[src/design/led_settings.svh]
`ifndef LED_SETTINGS_SVH
`define LED_SETTINGS_SVH

// ---------------------------------------------------------------------
// divider periods, in clock cycles
// ---------------------------------------------------------------------
`define LED_BLINK_DIV 8
`define LED_SCAN_DIV 4
`define LED_WINDOW_DIV 64

// ---------------------------------------------------------------------
// event flash and rate display
// ---------------------------------------------------------------------
// flash length after the last pulse
`define LED_FLASH_LEN 6

// threshold of bar led 0, doubles per led
`define LED_BAR_BASE 16

// width of the accumulated rate
`define LED_RATE_W 32

`endif

[src/design/led_bus_pkg.sv]
package led_bus_pkg;

  // ---------------------------------------------------------------------
  // wishbone classic, 32-bit data, word addresses
  // ---------------------------------------------------------------------

  // master to slave
  typedef struct packed {
    logic        cyc;
    logic        stb;
    logic        we;
    logic [1:0]  adr;
    logic [31:0] dat;
  } wb_req_t;

  // slave to master
  typedef struct packed {
    logic        ack;
    logic [31:0] dat;
  } wb_rsp_t;

  // register map
  localparam logic [1:0] ADR_CTRL   = 2'd0;  // read/write
  localparam logic [1:0] ADR_RATE   = 2'd1;  // read only
  localparam logic [1:0] ADR_STATUS = 2'd2;  // read only, {seen, mode}

endpackage

[src/design/led_types_pkg.sv]
package led_types_pkg;

  // display modes, listed lowest to highest code
  typedef enum logic [1:0] {
    MODE_ERROR = 2'd0,
    MODE_CYLON = 2'd1,
    MODE_LOGIC = 2'd2,
    MODE_SYNC  = 2'd3
  } led_mode_e;

  // single-cycle strobes from the dividers
  typedef struct packed {
    logic blink;
    logic scan;
    logic window;
  } led_ticks_t;

  // raw trigger and link events, also used for the stretched flashes
  typedef struct packed {
    logic l1a;
    logic bc0;
    logic resync;
    logic vfat_reset;
    logic gbt_req;
  } led_events_t;

  // link status bits
  typedef struct packed {
    logic rx_ready;
    logic rx_valid;
    logic link_ready;
  } led_link_t;

  // ---------------------------------------------------------------------
  // control word, bit 31 picks which of the two readings applies
  // ---------------------------------------------------------------------
  typedef struct packed {
    logic        sync_en;
    logic [14:0] rsvd;
    logic [15:0] pattern;
  } led_ctrl_sync_t;

  typedef struct packed {
    logic        sync_en;
    logic [29:0] rsvd;
    logic        cylon_skip;
  } led_ctrl_cfg_t;

  typedef union packed {
    led_ctrl_sync_t sync;
    led_ctrl_cfg_t  cfg;
  } led_ctrl_u;

endpackage

[src/design/led_event_flash.sv]
`include "led_settings.svh"

module led_event_flash (
  input  logic                       clock,
  input  logic                       rst_i,
  input  led_types_pkg::led_events_t events_i,
  output led_types_pkg::led_events_t flash_o
);

  localparam int unsigned NEV = $bits(led_types_pkg::led_events_t);
  localparam int unsigned FW  = $clog2(`LED_FLASH_LEN + 1);

  logic [NEV-1:0] ev_q;
  logic [FW-1:0]  cnt_q[NEV];
  logic [NEV-1:0] lit;

  // ---------------------------------------------------------------------
  // pulse stretchers
  // ---------------------------------------------------------------------
  always_ff @(posedge clock) begin
    if (rst_i) begin
      ev_q <= '0;
      for (int i = 0; i < NEV; i++) cnt_q[i] <= '0;
    end else begin
      ev_q <= events_i;
      for (int i = 0; i < NEV; i++) begin
        // a new pulse restarts the flash
        if (ev_q[i])          cnt_q[i] <= FW'(`LED_FLASH_LEN);
        else if (cnt_q[i] != '0) cnt_q[i] <= cnt_q[i] - 1'b1;
      end
    end
  end

  // lit while counting down
  always_comb begin
    for (int i = 0; i < NEV; i++) lit[i] = (cnt_q[i] != '0);
  end

  assign flash_o = led_types_pkg::led_events_t'(lit);

endmodule

[src/design/led_mode_fsm.sv]
module led_mode_fsm (
  input  logic                     clock,
  input  logic                     rst_i,
  input  logic                     mmcm_locked_i,
  input  logic                     resync_i,
  input  logic                     cluster_any_i,
  input  led_types_pkg::led_ctrl_u ctrl_i,
  output led_types_pkg::led_mode_e mode_o,
  output logic                     cluster_seen_o
);

  logic                     locked_q;
  logic                     resync_q;
  logic                     seen_q;
  logic                     seen_next;
  led_types_pkg::led_mode_e mode_q;
  led_types_pkg::led_mode_e mode_next;

  // ---------------------------------------------------------------------
  // input register
  // ---------------------------------------------------------------------
  always_ff @(posedge clock) begin
    if (rst_i) begin
      locked_q <= 1'b0;
      resync_q <= 1'b0;
    end else begin
      locked_q <= mmcm_locked_i;
      resync_q <= resync_i;
    end
  end

  // cluster-seen flag, resync wins over a new cluster
  always_comb begin
    if (resync_q)           seen_next = 1'b0;
    else if (cluster_any_i) seen_next = 1'b1;
    else                    seen_next = seen_q;
  end

  // ---------------------------------------------------------------------
  // mode priority
  // ---------------------------------------------------------------------
  always_comb begin
    if (!locked_q)
      mode_next = led_types_pkg::MODE_ERROR;
    else if (ctrl_i.sync.sync_en)
      mode_next = led_types_pkg::MODE_SYNC;
    // scanner until the first cluster, unless the host skips it
    else if (!seen_next && !ctrl_i.cfg.cylon_skip)
      mode_next = led_types_pkg::MODE_CYLON;
    else
      mode_next = led_types_pkg::MODE_LOGIC;
  end

  always_ff @(posedge clock) begin
    if (rst_i) begin
      seen_q <= 1'b0;
      mode_q <= led_types_pkg::MODE_ERROR;
    end else begin
      seen_q <= seen_next;
      mode_q <= mode_next;
    end
  end

  assign mode_o         = mode_q;
  assign cluster_seen_o = seen_q;

endmodule

[src/design/led_panel_top.sv]
`include "led_settings.svh"

module led_panel_top (
  input  logic                       clock,
  input  logic                       rst_i,
  input  logic                       mmcm_locked_i,
  input  led_types_pkg::led_link_t   link_i,
  input  led_types_pkg::led_events_t events_i,
  input  logic [7:0]                 cluster_count_i,
  input  led_bus_pkg::wb_req_t       wb_req_i,
  output led_bus_pkg::wb_rsp_t       wb_rsp_o,
  output logic [15:0]                led_o
);

  led_types_pkg::led_ticks_t  ticks;
  led_types_pkg::led_mode_e   mode;
  led_types_pkg::led_events_t flash;
  led_types_pkg::led_ctrl_u   ctrl_q;
  logic                       cluster_seen;
  logic                       cluster_any;
  logic [`LED_RATE_W-1:0]     rate;
  logic [7:0]                 bar;
  logic                       req;
  logic                       ack_q;
  logic [31:0]                rdat_q;
  logic [31:0]                rdat;

  // ---------------------------------------------------------------------
  // wishbone slave
  // ---------------------------------------------------------------------
  assign req = wb_req_i.cyc && wb_req_i.stb;

  // read mux, unmapped reads give zero
  always_comb begin
    case (wb_req_i.adr)
      led_bus_pkg::ADR_CTRL:   rdat = ctrl_q;
      led_bus_pkg::ADR_RATE:   rdat = 32'(rate);
      led_bus_pkg::ADR_STATUS: rdat = {29'd0, cluster_seen, mode};
      default:                 rdat = '0;
    endcase
  end

  // ack one cycle after the request, never two in a row
  always_ff @(posedge clock) begin
    if (rst_i) begin
      ack_q  <= 1'b0;
      ctrl_q <= '0;
    end else begin
      ack_q <= req && !ack_q;
      // only ctrl is writable
      if (req && !ack_q && wb_req_i.we && wb_req_i.adr == led_bus_pkg::ADR_CTRL)
        ctrl_q <= wb_req_i.dat;
    end
  end

  // read data held with ack
  always_ff @(posedge clock) begin
    if (req && !ack_q) rdat_q <= rdat;
  end

  assign wb_rsp_o.ack = ack_q;
  assign wb_rsp_o.dat = ack_q ? rdat_q : 32'd0;

  // ---------------------------------------------------------------------
  // display pipeline
  // ---------------------------------------------------------------------
  led_tick_timer u_timer (
    .clock   (clock),
    .rst_i   (rst_i),
    .ticks_o (ticks)
  );

  led_mode_fsm u_fsm (
    .clock          (clock),
    .rst_i          (rst_i),
    .mmcm_locked_i  (mmcm_locked_i),
    .resync_i       (events_i.resync),
    .cluster_any_i  (cluster_any),
    .ctrl_i         (ctrl_q),
    .mode_o         (mode),
    .cluster_seen_o (cluster_seen)
  );

  led_event_flash u_flash (
    .clock    (clock),
    .rst_i    (rst_i),
    .events_i (events_i),
    .flash_o  (flash)
  );

  led_rate_bar u_rate (
    .clock           (clock),
    .rst_i           (rst_i),
    .window_i        (ticks.window),
    .cluster_count_i (cluster_count_i),
    .cluster_any_o   (cluster_any),
    .rate_o          (rate),
    .bar_o           (bar)
  );

  led_pattern_mux u_mux (
    .clock          (clock),
    .rst_i          (rst_i),
    .ticks_i        (ticks),
    .mode_i         (mode),
    .ctrl_i         (ctrl_q),
    .link_i         (link_i),
    .flash_i        (flash),
    .bar_i          (bar),
    .cluster_seen_i (cluster_seen),
    .led_o          (led_o)
  );

endmodule

[src/design/led_pattern_mux.sv]
module led_pattern_mux (
  input  logic                       clock,
  input  logic                       rst_i,
  input  led_types_pkg::led_ticks_t  ticks_i,
  input  led_types_pkg::led_mode_e   mode_i,
  input  led_types_pkg::led_ctrl_u   ctrl_i,
  input  led_types_pkg::led_link_t   link_i,
  input  led_types_pkg::led_events_t flash_i,
  input  logic [7:0]                 bar_i,
  input  logic                       cluster_seen_i,
  output logic [15:0]                led_o
);

  logic        blink_q;
  logic [2:0]  pos_q;
  logic        down_q;
  logic [15:0] led_err;
  logic [15:0] led_logic;
  logic [15:0] led_cylon;
  logic [15:0] led_sel;
  logic [15:0] led_q;

  // ---------------------------------------------------------------------
  // blink phase and cylon scanner
  // ---------------------------------------------------------------------
  always_ff @(posedge clock) begin
    if (rst_i) begin
      blink_q <= 1'b0;
      pos_q   <= '0;
      down_q  <= 1'b0;
    end else begin
      if (ticks_i.blink) blink_q <= ~blink_q;
      if (ticks_i.scan) begin
        // turn around at either end
        if (!down_q && pos_q == 3'd7) begin
          down_q <= 1'b1;
          pos_q  <= 3'd6;
        end else if (down_q && pos_q == 3'd0) begin
          down_q <= 1'b0;
          pos_q  <= 3'd1;
        end else if (down_q) pos_q <= pos_q - 1'b1;
        else                 pos_q <= pos_q + 1'b1;
      end
    end
  end

  // error blinker, AAAA on the first phase
  assign led_err = blink_q ? 16'h5555 : 16'hAAAA;

  // logic view
  assign led_logic = {blink_q, &link_i, flash_i.gbt_req, flash_i.l1a, flash_i.resync,
                      flash_i.bc0, flash_i.vfat_reset, cluster_seen_i, bar_i};

  // scanner under the logic high byte
  assign led_cylon = {led_logic[15:8], 8'(8'd1 << pos_q)};

  always_comb begin
    case (mode_i)
      led_types_pkg::MODE_CYLON: led_sel = led_cylon;
      led_types_pkg::MODE_LOGIC: led_sel = led_logic;
      led_types_pkg::MODE_SYNC:  led_sel = ctrl_i.sync.pattern;
      default:                   led_sel = led_err;
    endcase
  end

  // output register
  always_ff @(posedge clock) begin
    if (rst_i) led_q <= '0;
    else       led_q <= led_sel;
  end

  assign led_o = led_q;

endmodule

[src/design/led_rate_bar.sv]
`include "led_settings.svh"

module led_rate_bar (
  input  logic                   clock,
  input  logic                   rst_i,
  input  logic                   window_i,
  input  logic [7:0]             cluster_count_i,
  output logic                   cluster_any_o,
  output logic [`LED_RATE_W-1:0] rate_o,
  output logic [7:0]             bar_o
);

  logic [7:0]             count_q;
  logic [`LED_RATE_W-1:0] acc_q;
  logic [`LED_RATE_W-1:0] rate_q;
  logic [7:0]             bar_q;
  logic [7:0]             bar_next;

  // ---------------------------------------------------------------------
  // input register
  // ---------------------------------------------------------------------
  always_ff @(posedge clock) begin
    if (rst_i) count_q <= '0;
    else       count_q <= cluster_count_i;
  end

  assign cluster_any_o = (count_q != '0);

  // ---------------------------------------------------------------------
  // log bar, led k at base << k
  // ---------------------------------------------------------------------
  always_comb begin
    for (int k = 0; k < 8; k++) begin
      bar_next[k] = (acc_q >= (`LED_RATE_W'(`LED_BAR_BASE) << k));
    end
  end

  // ---------------------------------------------------------------------
  // window accumulator
  // ---------------------------------------------------------------------
  always_ff @(posedge clock) begin
    if (rst_i) begin
      acc_q  <= '0;
      rate_q <= '0;
      bar_q  <= '0;
    end else if (window_i) begin
      // latch the finished sum
      rate_q <= acc_q;
      bar_q  <= bar_next;
      // new window starts with this cycle's count
      acc_q  <= `LED_RATE_W'(count_q);
    end else begin
      acc_q  <= acc_q + `LED_RATE_W'(count_q);
    end
  end

  assign rate_o = rate_q;
  assign bar_o  = bar_q;

endmodule

[src/design/led_tick_timer.sv]
`include "led_settings.svh"

module led_tick_timer (
  input  logic                      clock,
  input  logic                      rst_i,
  output led_types_pkg::led_ticks_t ticks_o
);

  // one counter per tick: blink, scan, window
  localparam int unsigned NDIV = 3;
  localparam int unsigned DIV[NDIV] = '{`LED_BLINK_DIV, `LED_SCAN_DIV, `LED_WINDOW_DIV};

  // counter width from the longest period
  function automatic int unsigned max_div();
    int unsigned m;
    m = 1;
    for (int i = 0; i < NDIV; i++) begin
      if (DIV[i] > m) m = DIV[i];
    end
    return m;
  endfunction

  localparam int unsigned CW = $clog2(max_div());

  logic [CW-1:0]   cnt_q[NDIV];
  logic [NDIV-1:0] wrap;

  // last count of each period
  always_comb begin
    for (int i = 0; i < NDIV; i++) begin
      wrap[i] = (cnt_q[i] == CW'(DIV[i] - 1));
    end
  end

  always_ff @(posedge clock) begin
    for (int i = 0; i < NDIV; i++) begin
      if (rst_i || wrap[i]) cnt_q[i] <= '0;
      else                  cnt_q[i] <= cnt_q[i] + 1'b1;
    end
  end

  assign ticks_o.blink  = wrap[0];
  assign ticks_o.scan   = wrap[1];
  assign ticks_o.window = wrap[2];

endmodule

[config.mk]
export PLATFORM = sky130hd
export DESIGN_NAME = led_panel_top
export DESIGN_NICKNAME = d
export VERILOG_FILES = /design/src/design/led_bus_pkg.sv /design/src/design/led_types_pkg.sv /design/src/design/led_event_flash.sv /design/src/design/led_mode_fsm.sv /design/src/design/led_panel_top.sv /design/src/design/led_pattern_mux.sv /design/src/design/led_rate_bar.sv /design/src/design/led_tick_timer.sv
export VERILOG_INCLUDE_DIRS = /design/src /design/src/design
export SDC_FILE = /design/constraint.sdc
export NUM_CORES = 1
export LEC_CHECK = 0
export ABC_AREA = 1
export BUFFER_PORTS_ARGS = -buffer_cell sky130_fd_sc_hd__buf_2
export CAP_MARGIN = 20
export CORE_MARGIN = 2
export CORE_UTILIZATION = 50
export CTS_BUF_LIST = sky130_fd_sc_hd__clkbuf_8
export DETAILED_ROUTE_END_ITERATION = 12
export PLACE_DENSITY = 0.7
export SLEW_MARGIN = 20
export SYNTH_ARGS = -nofsm -noshare
export SYNTH_HDL_FRONTEND = slang
export SYNTH_SLANG_ARGS = --single-unit
[constraint.sdc]
create_clock -name clock -period 2.65 [get_ports clock]
set_clock_uncertainty 0.1 [all_clocks]
set_input_delay 0.3975 -clock clock [delete_from_list [all_inputs] [get_ports clock]]
set_output_delay 0.3975 -clock clock [all_outputs]
set_load 0.02 [all_outputs]
==> Word-level counts from Yosys, hierarchy flattened <==
Memories as Yosys holds them, arrays and structs flattened.
Index checks and enable logic that the tools add are counted.
{ "op_classes": {"n_addsub": 11, "order_cmp": 8, "n_eq_ne": 9, "shifts": 1, "mux": 73, "bitwise": 15, "n_reduce_logical": 27} }
{ "ops": {"columns": ["operator", "n"], "rows": [
  ["$pmux W32 S3", 1],
  ["$mux W1", 50],
  ["$pmux W16 S3", 1],
  ["$mux W3", 13],
  ["$add A32 B8 Y32", 1],
  ["$ge A32 B10 Y1 const B", 1],
  ["$ge A32 B11 Y1 const B", 1],
  ["$ge A32 B12 Y1 const B", 1],
  ["$ge A32 B5 Y1 const B", 1],
  ["$ge A32 B6 Y1 const B", 1],
  ["$ge A32 B7 Y1 const B", 1],
  ["$ge A32 B8 Y1 const B", 1],
  ["$ge A32 B9 Y1 const B", 1],
  ["$mux W32", 1],
  ["$add A6 B1 Y6 const B", 3],
  ["$mux W6", 3],
  ["$sub A3 B1 Y3 const B", 6],
  ["$mux W16", 1],
  ["$reduce_bool A3 Y1", 5],
  ["$or A1 B1 Y1", 13],
  ["$mux W8", 1],
  ["$reduce_bool A8 Y1", 1],
  ["$shl A1 B3 Y8 const A", 1],
  ["$logic_and A1 B1 Y1", 7],
  ["other kinds (17)", 28]
]} }
{ "word_totals": {"ff_bits": 176, "ramBits": 33, "out_inout_bits": 49, "elab_cells": 163, "memories": 2} }
{ "memory_table": {"columns": ["name", "depth", "word_bits", "rd", "rd_clocked_by_memory_dff", "wr", "line", "rtl"], "rows": [
  ["u_timer.cnt_q", 3, 6, 3, 0, 3, "led_tick_timer.sv:25", "logic [CW-1:0] cnt_q[NDIV];"],
  ["u_flash.cnt_q", 5, 3, 5, 0, 5, "led_event_flash.sv:14", "logic [FW-1:0] cnt_q[NEV];"]
]} }

==> Longest topological paths before layout <==
Gate-level depths: netlist (run 1).
{ "logic_depth": {"ltp_word": 7, "depth_mapped": 11} }

==> Modules after synthesis <==
A second synthesis (run 1) with hierarchy kept.
{ "hier_totals": {"cells_unflattened": 1321, "hier_area_um2": 9954.5} }
{ "by_module_without_submodules": {"columns": ["mod", "n_inst", "cells_each", "area_per_inst_um2", "seq_area_each_um2"], "rows": [
  ["led_rate_bar", 1, 568, 3863.7, 1601.5],
  ["led_panel_top", 1, 367, 3010.4, 1621.6],
  ["led_event_flash", 1, 133, 1186.1, 550.5],
  ["led_pattern_mux", 1, 134, 962.2, 420.4],
  ["led_tick_timer", 1, 97, 754.5, 360.3],
  ["led_mode_fsm", 1, 22, 177.7, 100.1]
]} }

==> Worst setup path after synthesis (run 1) <==
OpenSTA, ideal clock, no wires.
{ "synth_timing": {"path_type": "input port to flip-flop", "from": "input port wb_req_i[36] (netlist bit)", "to": "register ctrl_q[27] (netlist bit)", "setup_ns": 0.116, "t_arrival_ns": 1.735, "required_time_ns": 2.434, "slack_ns": 0.699, "stages": 7, "path_buffers": 2, "path_cell_list": "nand2_1 > nor2_4 > nand4_2 > buf_2 > buf_2 > o21ai_0 > nor2_1"} }
{ "synth_between": {"elab_chain_len": 4} }
{ "synth_lines": {"columns": ["item", "line", "rtl"], "rows": [
  ["from (decl)", "led_panel_top.sv:10", "input led_bus_pkg::wb_req_t wb_req_i,"],
  ["$logic_and A1 B1 Y1", "led_panel_top.sv:31", "assign req = wb_req_i.cyc && wb_req_i.stb;"],
  ["$logic_and A1 B1 Y1 (3 in a row)", "led_panel_top.sv:51", "if (req && !ack_q && wb_req_i.we && wb_req_i.adr == led_bus_pkg::ADR_CTRL)"],
  ["to (signal assigned)", "led_panel_top.sv:52", "ctrl_q <= wb_req_i.dat;"],
  ["to (decl)", "led_panel_top.sv:18", "led_types_pkg::led_ctrl_u ctrl_q;"]
]} }
No other way between the ends.
A chain may end at the register's enable or synchronous reset.

==> results of run 1 <==
==> routing by layer <==
metal	share of wire, %	track usage (%)	up-vias
li1	-	-	4037
met1	46	31.92	3660
met2	44	35.35	293
met3	7.5	4.246	42
met4	2.2	6.684	0
met5	0	0	-
==> stage by stage <==
stage	setup WS, ns	util (%)	hold slack, ns	instances	power, mW
6_report	0.5099	58.95	0.03764	1544	7.033
5_1_grt	0.3177	58.95	0.04187	1544	7.325
4_1_cts	0.4985	58.95	0.02013	1544	7.086
3_5_place_dp	0.5292	54.04	0.3479	1466	4.090
3_3_place_gp	0.6269	54.04	0.3302	1466	4.074
2_1_floorplan	0.6990	-	0.3176	1158	3.902
==> cell usage after synthesis, types with 2 or more instances <==
master,number,area share [%]
nor2_4,2,0.24
nand2_4,3,0.36
a31oi_1,6,0.40
nand4_1,16,1.1
fa_1,2,0.43
nor4_1,3,0.20
a41oi_1,2,0.19
clkbuf_1,11,0.44
or2_2,8,0.54
nand3_1,79,4.2
nand3_2,4,0.43
nor3_2,4,0.43
a221oi_1,6,0.56
buf_1,6,0.24
nand2_2,10,0.67
nand2_1,183,7.3
clkbuf_2,2,0.11
a21oi_2,3,0.28
ha_1,21,2.8
inv_2,5,0.20
buf_4,3,0.24
xor2_1,5,0.47
edfxtp_1,47,15
nor2_2,4,0.27
o211ai_1,4,0.32
buf_6,6,0.72
buf_2,13,0.70
xnor2_1,4,0.37
a22oi_1,8,0.64
nor2_8,2,0.43
o221ai_1,2,0.19
o22ai_1,28,1.9
nor3_1,13,0.70
dfxtp_1,161,34
a21oi_1,56,3.0
o21ai_0,90,4.8
nor2_1,136,5.5
or2_1,2,0.13
inv_1,183,7.3
==> power groups by stage <==
stage	clock network, mW	logic [mW]	registers [mW]
2_1_floorplan	0	0.392	3.51
3_3_place_gp	0	0.557	3.52
3_5_place_dp	0	0.570	3.52
4_1_cts	3.05	0.587	3.45
5_1_grt	3.19	0.669	3.47
6_report	2.99	0.586	3.45
==> cell families (layout without fill, tap and decap cells) <==
logic type                 count (synthesis)  count (layout)
adders and majority gates                 23              23
AOI/OAI and AO/OA                        209             209
buffers and inverters                    232             384
and+or+nand+nor                          477             477
xor gates and xnor gates                   9               9
DFF                                      208             208
==> worst min-delay path by stage <==
stage                                to  slack (ns)  cells after the start
floorplan           u_timer.cnt_q[0][0]        0.32                      1
global placement    u_timer.cnt_q[0][0]        0.33                      1
detailed placement  u_timer.cnt_q[0][0]        0.35                      1
CTS                          ctrl_q[24]        0.02                      3
global route                 ctrl_q[21]        0.04                      3
finish                       ctrl_q[26]        0.04                      3
==> tightest hold or removal path: stages <==
cell and delay, ns:
buf_2 0.08, o21ai_0 0.07, nor2_1 0.07
==> cells in the final DEF (no fill, tap or decap), types with 6 or more instances in the layout <==
cell type	n
a21oi_1	56
a221oi_1	6
a22oi_1	8
a31oi_1	6
buf_2	104
buf_4	12
clkbuf_8	52
dfxtp_1	161
dlygate4sd3_1	14
edfxtp_1	47
ha_1	21
inv_1	192
nand2_1	183
nand2_2	10
nand3_1	79
nand4_1	16
nor2_1	136
nor3_1	13
o21ai_0	90
o22ai_1	28
or2_2	8
==> layout make-up <==
cell class	count	area share [%]
Clock buffer	52	6.557
Clock inverter	12	0.4814
Inverter	190	6.580
Multi-Input combinational cell	718	34.36
Sequential cell	208	42.46
Tap cell	234	2.682
Timing Repair Buffer	130	6.878
==> registers in the layout, indices dropped and copies added (netlist names), 8 cells and up <==
register / count
u_rate.bar_o: 8
u_timer.cnt_q: 18
rdat_q: 32
u_flash.cnt_q: 15
u_rate.rate_o: 32
u_mux.led_o: 16
u_rate.acc_q: 32
u_rate.count_q: 8
ctrl_q: 32
==> flow_metrics.env, run 1 <==
export IMPL_wl_per_cell_um=14.51
export IMPL_powerDensity_nw_per_um2=644.3
export IMPL_ant_nets=0
export IMPL_worst_pin_slew_ns=0.5299
export IMPL_grt_max_degree=60
export IMPL_cts_max_level=2
export IMPL_fmax_ghz=0.4673
export IMPL_numCtsBuffers=36
export IMPL_final_setup_viol_count=0
export IMPL_cts_hold_buffers=14
export IMPL_cts_tree="done"
export IMPL_clkTransAtPathRegs_ns=0.06
export IMPL_ys_ff_latch=208
export IMPL_antenna_found_initial=0
export IMPL_clock_path_buffers=3
export IMPL_synth_nets=1237
export IMPL_drt_iter0_drc=736
export IMPL_final_setup_tns_ns=0
export IMPL_placed_cell_area_um2=10010
export IMPL_cpPeakStageDelay_ns=0.55
export IMPL_path_class="flip-flop to flip-flop"
export IMPL_yosys_area_share_adder_pct=3.240
export IMPL_cp_slowest_cell="nor4_4"
export IMPL_synth_mux_area_share_pct=0
export IMPL_critical_path_peak_fanout=9
export IMPL_async_reset_ff_share_pct=0
export IMPL_grt_overflow=0
export IMPL_status="finished clean"
export IMPL_syn_cell_area_um2=9346
export IMPL_insertion_delay_ns=0.52
export IMPL_synth_distinct_cells=54
export IMPL_syn2layout_area_growth_pct=16.79
export IMPL_postCtsSetupRepairBufs=0
export IMPL_grt_pass1_vias=7406
export IMPL_grt_pass1_wl_mm=36.37
export IMPL_intPower_mw=5.329
export IMPL_dieArea_um2=19800
export IMPL_start_kind="flip-flop"
export IMPL_die_w_um=140.7
export IMPL_ys_seq_area_share_pct=49.59
export IMPL_multi_input_area_um2=3751
export IMPL_drc=0
export IMPL_r2r_end="u_flash.cnt_q[4][1]"
export IMPL_synth_edff_count=47
export IMPL_cp_endpoint="u_flash.cnt_q[4][1]"
export IMPL_start_util_pct=50.47
export IMPL_synthSimpleGateAreaFrac_pct=23.41
export IMPL_finalHoldViolations=0
export IMPL_portBuffers=104
export IMPL_switching_share_pct=24.23
export IMPL_reg2reg_from="u_flash.cnt_q[3][0]"
export IMPL_setup_worst_path_start="u_flash.cnt_q[3][0]"
export IMPL_cts_resized=0
export IMPL_synthXorXnorAreaFrac_pct=0.8434
export IMPL_fp_row_count=50
export IMPL_synth_cells=1158
export IMPL_holdCritStartpoint="wb_req_i[26]"
export IMPL_synth_compound_area_share_pct=12.64
export IMPL_gp_congestion=0.8764
export IMPL_ios=105
export IMPL_fill_cells=1685
export IMPL_syn_area_per_cell_um2=8.071
export IMPL_fin_crit_ns=2.140
export IMPL_rr_worst_depth=8
export IMPL_cpLargestDelayFamily="simple AND/OR/NAND/NOR gates"
export IMPL_wl_mm=22.40
export IMPL_clkPwrFrac_pct=42.6
export IMPL_crit_top_cell="nand2_1"
export IMPL_avgViaCountPerCell=5.202
export IMPL_path_cells="inv_1, ha_1, ha_1, a21oi_1, nor4_4, nand2_1, nand2_1, nand2_1"
export IMPL_cts_sinks=208
export IMPL_crit_required_ns=2.82
export IMPL_fin_crit_sh_pct=80.76
export IMPL_hpwl_mm=16.01
export IMPL_yosysWarnings=0
export IMPL_clockRootBuffer="clkbuf_8"
export IMPL_diodes=0
export IMPL_seqPwrFrac_pct=49.1
export IMPL_design_area_um2=10920
export IMPL_maxSlewHeadroom_pct=64.41
export IMPL_rsz0062_at_grt="no"
export IMPL_drive_gt1_share_pct=16.87
export IMPL_holdCritPathClass="primary input to flip-flop"
export IMPL_core_area_um2=18520
export IMPL_dr_pass1_iters=5
export IMPL_vias=8032
export IMPL_crit_buf_inv=1
export IMPL_drv_cap=0
export IMPL_vdd_drop_max_uv=290.8
export IMPL_path_depth=8
export IMPL_die_h_um=140.7
export IMPL_critPathCaptureType="flip-flop"
export IMPL_combinationalPowerShare_pct=8.3
export IMPL_synth_top_family_by_area="simple AND/OR/NAND/NOR gates"
export IMPL_switchingPower_mw=1.704
export IMPL_track_usage_pct=22.54
export IMPL_arrival_ns=2.31
export IMPL_finalNetCount=1363
export IMPL_rrSetupSlack_ns=0.51
export IMPL_synth_main_ff_cell="dfxtp_1"
export IMPL_seqCellArea_um2=4634
export IMPL_leakagePower_nw=4.787
export IMPL_finalMaxSlewViolations=0
No activity file was read; power rests on OpenSTA's default activity.
==> run 2: changes to the inputs <==
- ABC_AREA: 1 -> 0
- PLACE_DENSITY: 0.7 -> 0.73
- clock period: 2.65 -> 1.7 ns (I/O delays scaled with it)
==> run 2 against run 1 <==
Net effect: the run now ends with setup timing left; total power increased by 63%; clock power increased by 39%; register-to-register slack got worse by 0.98 ns; critical path depth unchanged; die area decreased by 3.3%; synthesized area decreased by 3.4%; wire length increased by 31%; non-clock buffer count increased by 184; sequential power increased by 58%; synthesized cell count decreased by 12%; utilization increased by 15 points.
==> flow_metrics.env, run 2 <==
export IMPL_status="finished with violations"
export IMPL_failed_checks="setup timing"
export IMPL_final_setup_viol_count=78
export IMPL_drt_iter0_drc=853
export IMPL_design_area_um2=13250
export IMPL_holdCritStartpoint="link_i[1]"
export IMPL_finalNetCount=1384
export IMPL_yosysMostFrequentCell="nand2_1"
export IMPL_finalHoldViolations=0
export IMPL_diodes=0
export IMPL_clockRootBuffer="clkbuf_8"
export IMPL_portBuffers=104
export IMPL_ant_nets=0
export IMPL_synth_top_cell_area_share_pct=35.70
export IMPL_die_w_um=138.4
export IMPL_ys_top_cells_by_area="dfxtp_1 36%, edfxtp_1 16%, nand2_1 7.9%, a21oi_1 6.3%, nor2_1 4.0%"
export IMPL_dieArea_um2=19150
export IMPL_worst_pin_slew_ns=0.4517
export IMPL_yosysTopAreaCell="dfxtp_1"
export IMPL_setup_worst_path_start="u_rate.acc_q[7]"
export IMPL_cts_tree="done"
export IMPL_syn2layout_area_growth_pct=46.80
export IMPL_drc=0
export IMPL_cts_max_level=2
export IMPL_synth_distinct_cells=53
export IMPL_cts_sinks=208
export IMPL_layout_commonest_cell="nand2_1"
export IMPL_wl_per_cell_um=18.85
export IMPL_final_setup_tns_ns=-15.09
export IMPL_ys_ff_latch=208
export IMPL_whs_path_depth=5
export IMPL_finalMaxSlewViolations=0
export IMPL_crit_required_ns=2.05
export IMPL_async_reset_ff_share_pct=0
export IMPL_grt_overflow=0
export IMPL_synth_main_ff_cell="dfxtp_1"
export IMPL_grt_pass1_wl_mm=40.14
export IMPL_powerDensity_nw_per_um2=866.8
export IMPL_core_area_um2=17840
export IMPL_clkTransAtPathRegs_ns=0.06
export IMPL_syn_area_per_cell_um2=8.904
export IMPL_reg2reg_from="u_rate.acc_q[7]"
export IMPL_synth_nets=1093
export IMPL_syn_cell_area_um2=9029
export IMPL_vdd_drop_max_uv=519.7
export IMPL_hpwl_mm=15.52
export IMPL_place_ws_ns=-0.4797
export IMPL_placed_cell_area_um2=10660
export IMPL_yosysWarnings=0
export IMPL_layout_common_cells="177 x nand2_1, 139 x dfxtp_1, 132 x buf_4, 93 x nor2_1, 90 x a21oi_1"
export IMPL_track_usage_pct=25.45
export IMPL_path_class="flip-flop to flip-flop"
export IMPL_setup_ws_ns=-0.4687
export IMPL_critPathCaptureType="flip-flop"
export IMPL_synth_common_cells="189 x nand2_1, 161 x dfxtp_1, 113 x a21oi_1"
export IMPL_avgViaCountPerCell=5.679
export IMPL_synth_edff_count=47
export IMPL_critical_path_peak_fanout=5
export IMPL_arrival_ns=2.52
export IMPL_dr_pass1_iters=5
export IMPL_start_kind="flip-flop"
export IMPL_drive_gt1_share_pct=35.34
export IMPL_gp_congestion=0.8465
export IMPL_final_util_pct=74.29
export IMPL_fin_crit_ns=2.169
export IMPL_rsz0062_at_grt="yes"
export IMPL_ios=105
export IMPL_drv_cap=0
export IMPL_maxSlewHeadroom_pct=69.65
export IMPL_fp_row_count=49
export IMPL_clock_path_buffers=3
export IMPL_insertion_delay_ns=0.53
export IMPL_start_util_pct=50.61
export IMPL_fin_crit_sh_pct=127.6
export IMPL_grt_pass1_vias=8092
export IMPL_die_h_um=138.4
export IMPL_rr_worst_depth=8
export IMPL_ys_seq_area_share_pct=51.33
export IMPL_numCtsBuffers=35
export IMPL_grt_max_degree=65
export IMPL_fmax_ghz=0.4611
export IMPL_synth_cells=1014
export IMPL_antenna_found_initial=0
export IMPL_holdCritPathClass="primary input to flip-flop"
export IMPL_vias=8853
export IMPL_wl_mm=29.39
export IMPL_leakagePower_nw=5.433
==> run 2: final timing paths <==
kind                  endpoint  slack [ns]
max           u_rate.acc_q[20]       -0.47
min            u_mux.led_o[14]        0.09
max reg2reg   u_rate.acc_q[20]       -0.47
min reg2reg  u_rate.rate_o[11]        0.36
==> run 2: per-layer routing <==
layer	wire length (µm)	global-route usage (%)	vias to the layer above	part of all wire [%]
met2	14610	42.29	447	50
li1	-	-	4079	-
met4	1342	8.110	0	4.6
met1	11510	34.50	4201	39
met3	1933	3.741	126	6.6
met5	0	0	-	0
==> run 2: timing repair <==
item / CTS / global route
setup endpoints to repair: 88 / 108
pin swaps: 29 / 55
setup buffers: 17 / 10
endpoints found under the hold margin: 49 / 0
cloned: 3 / 10
resized for setup: 116 / 135
hold buffers: 50 / 0
==> run 2: metrics by stage <==
step	hold slack (ns)	total power [mW]	std cells
global route	0.1699	11.91	1559
floorplan	0.2830	6.262	1014
global placement	0.3427	6.756	1408
finish	0.08546	11.49	1559
detailed placement	0.3460	6.798	1408
CTS	0.07706	11.23	1540
==> run 2: worst max-delay path, cell delays in order (launching register included) <==
cell     delay, ns
dfxtp_1       0.35
ha_4          0.30
o21ai_1       0.12
buf_4         0.18
nor4_1        0.36
buf_4         0.24
nand3_1       0.13
xor2_1        0.19
nor2_1        0.13
==> run 2: layout make-up <==
type | count | area (µm²)
clock buffer | 40 | 550.5
clock inverter | 22 | 98.84
fill | 1094 | 4587
inverter | 25 | 93.84
multi-input combinational | 721 | 4820
sequential | 208 | 4669
tap | 229 | 286.5
timing repair buffer | 314 | 2735
==> run 2: power breakdown <==
| part | total, mW | internal, mW | switching, mW |
|---|---|---|---|
| clock network | 4.17 | 2.16 | 2.01 |
| registers | 5.46 | 5.31 | 0.149 |
| logic | 1.87 | 0.923 | 0.944 |
| total | 11.5 | 8.39 | 3.10 |
==> run 2: cell families (layout without fill, tap and decap cells) <==
family / Yosys count / in the layout / share of synthesized area (%)
flip-flops: 208 / 208 / 51.33
adder cells (fa/ha/maj): 23 / 23 / 3.354
AO/OA/AOI/OAI: 189 / 190 / 11.92
AND/OR/NAND/NOR: 437 / 438 / 22.34
buffers and inverters: 87 / 401 / 3.742
multiplexers: 37 / 37 / 4.116
XOR/XNOR: 33 / 33 / 3.201
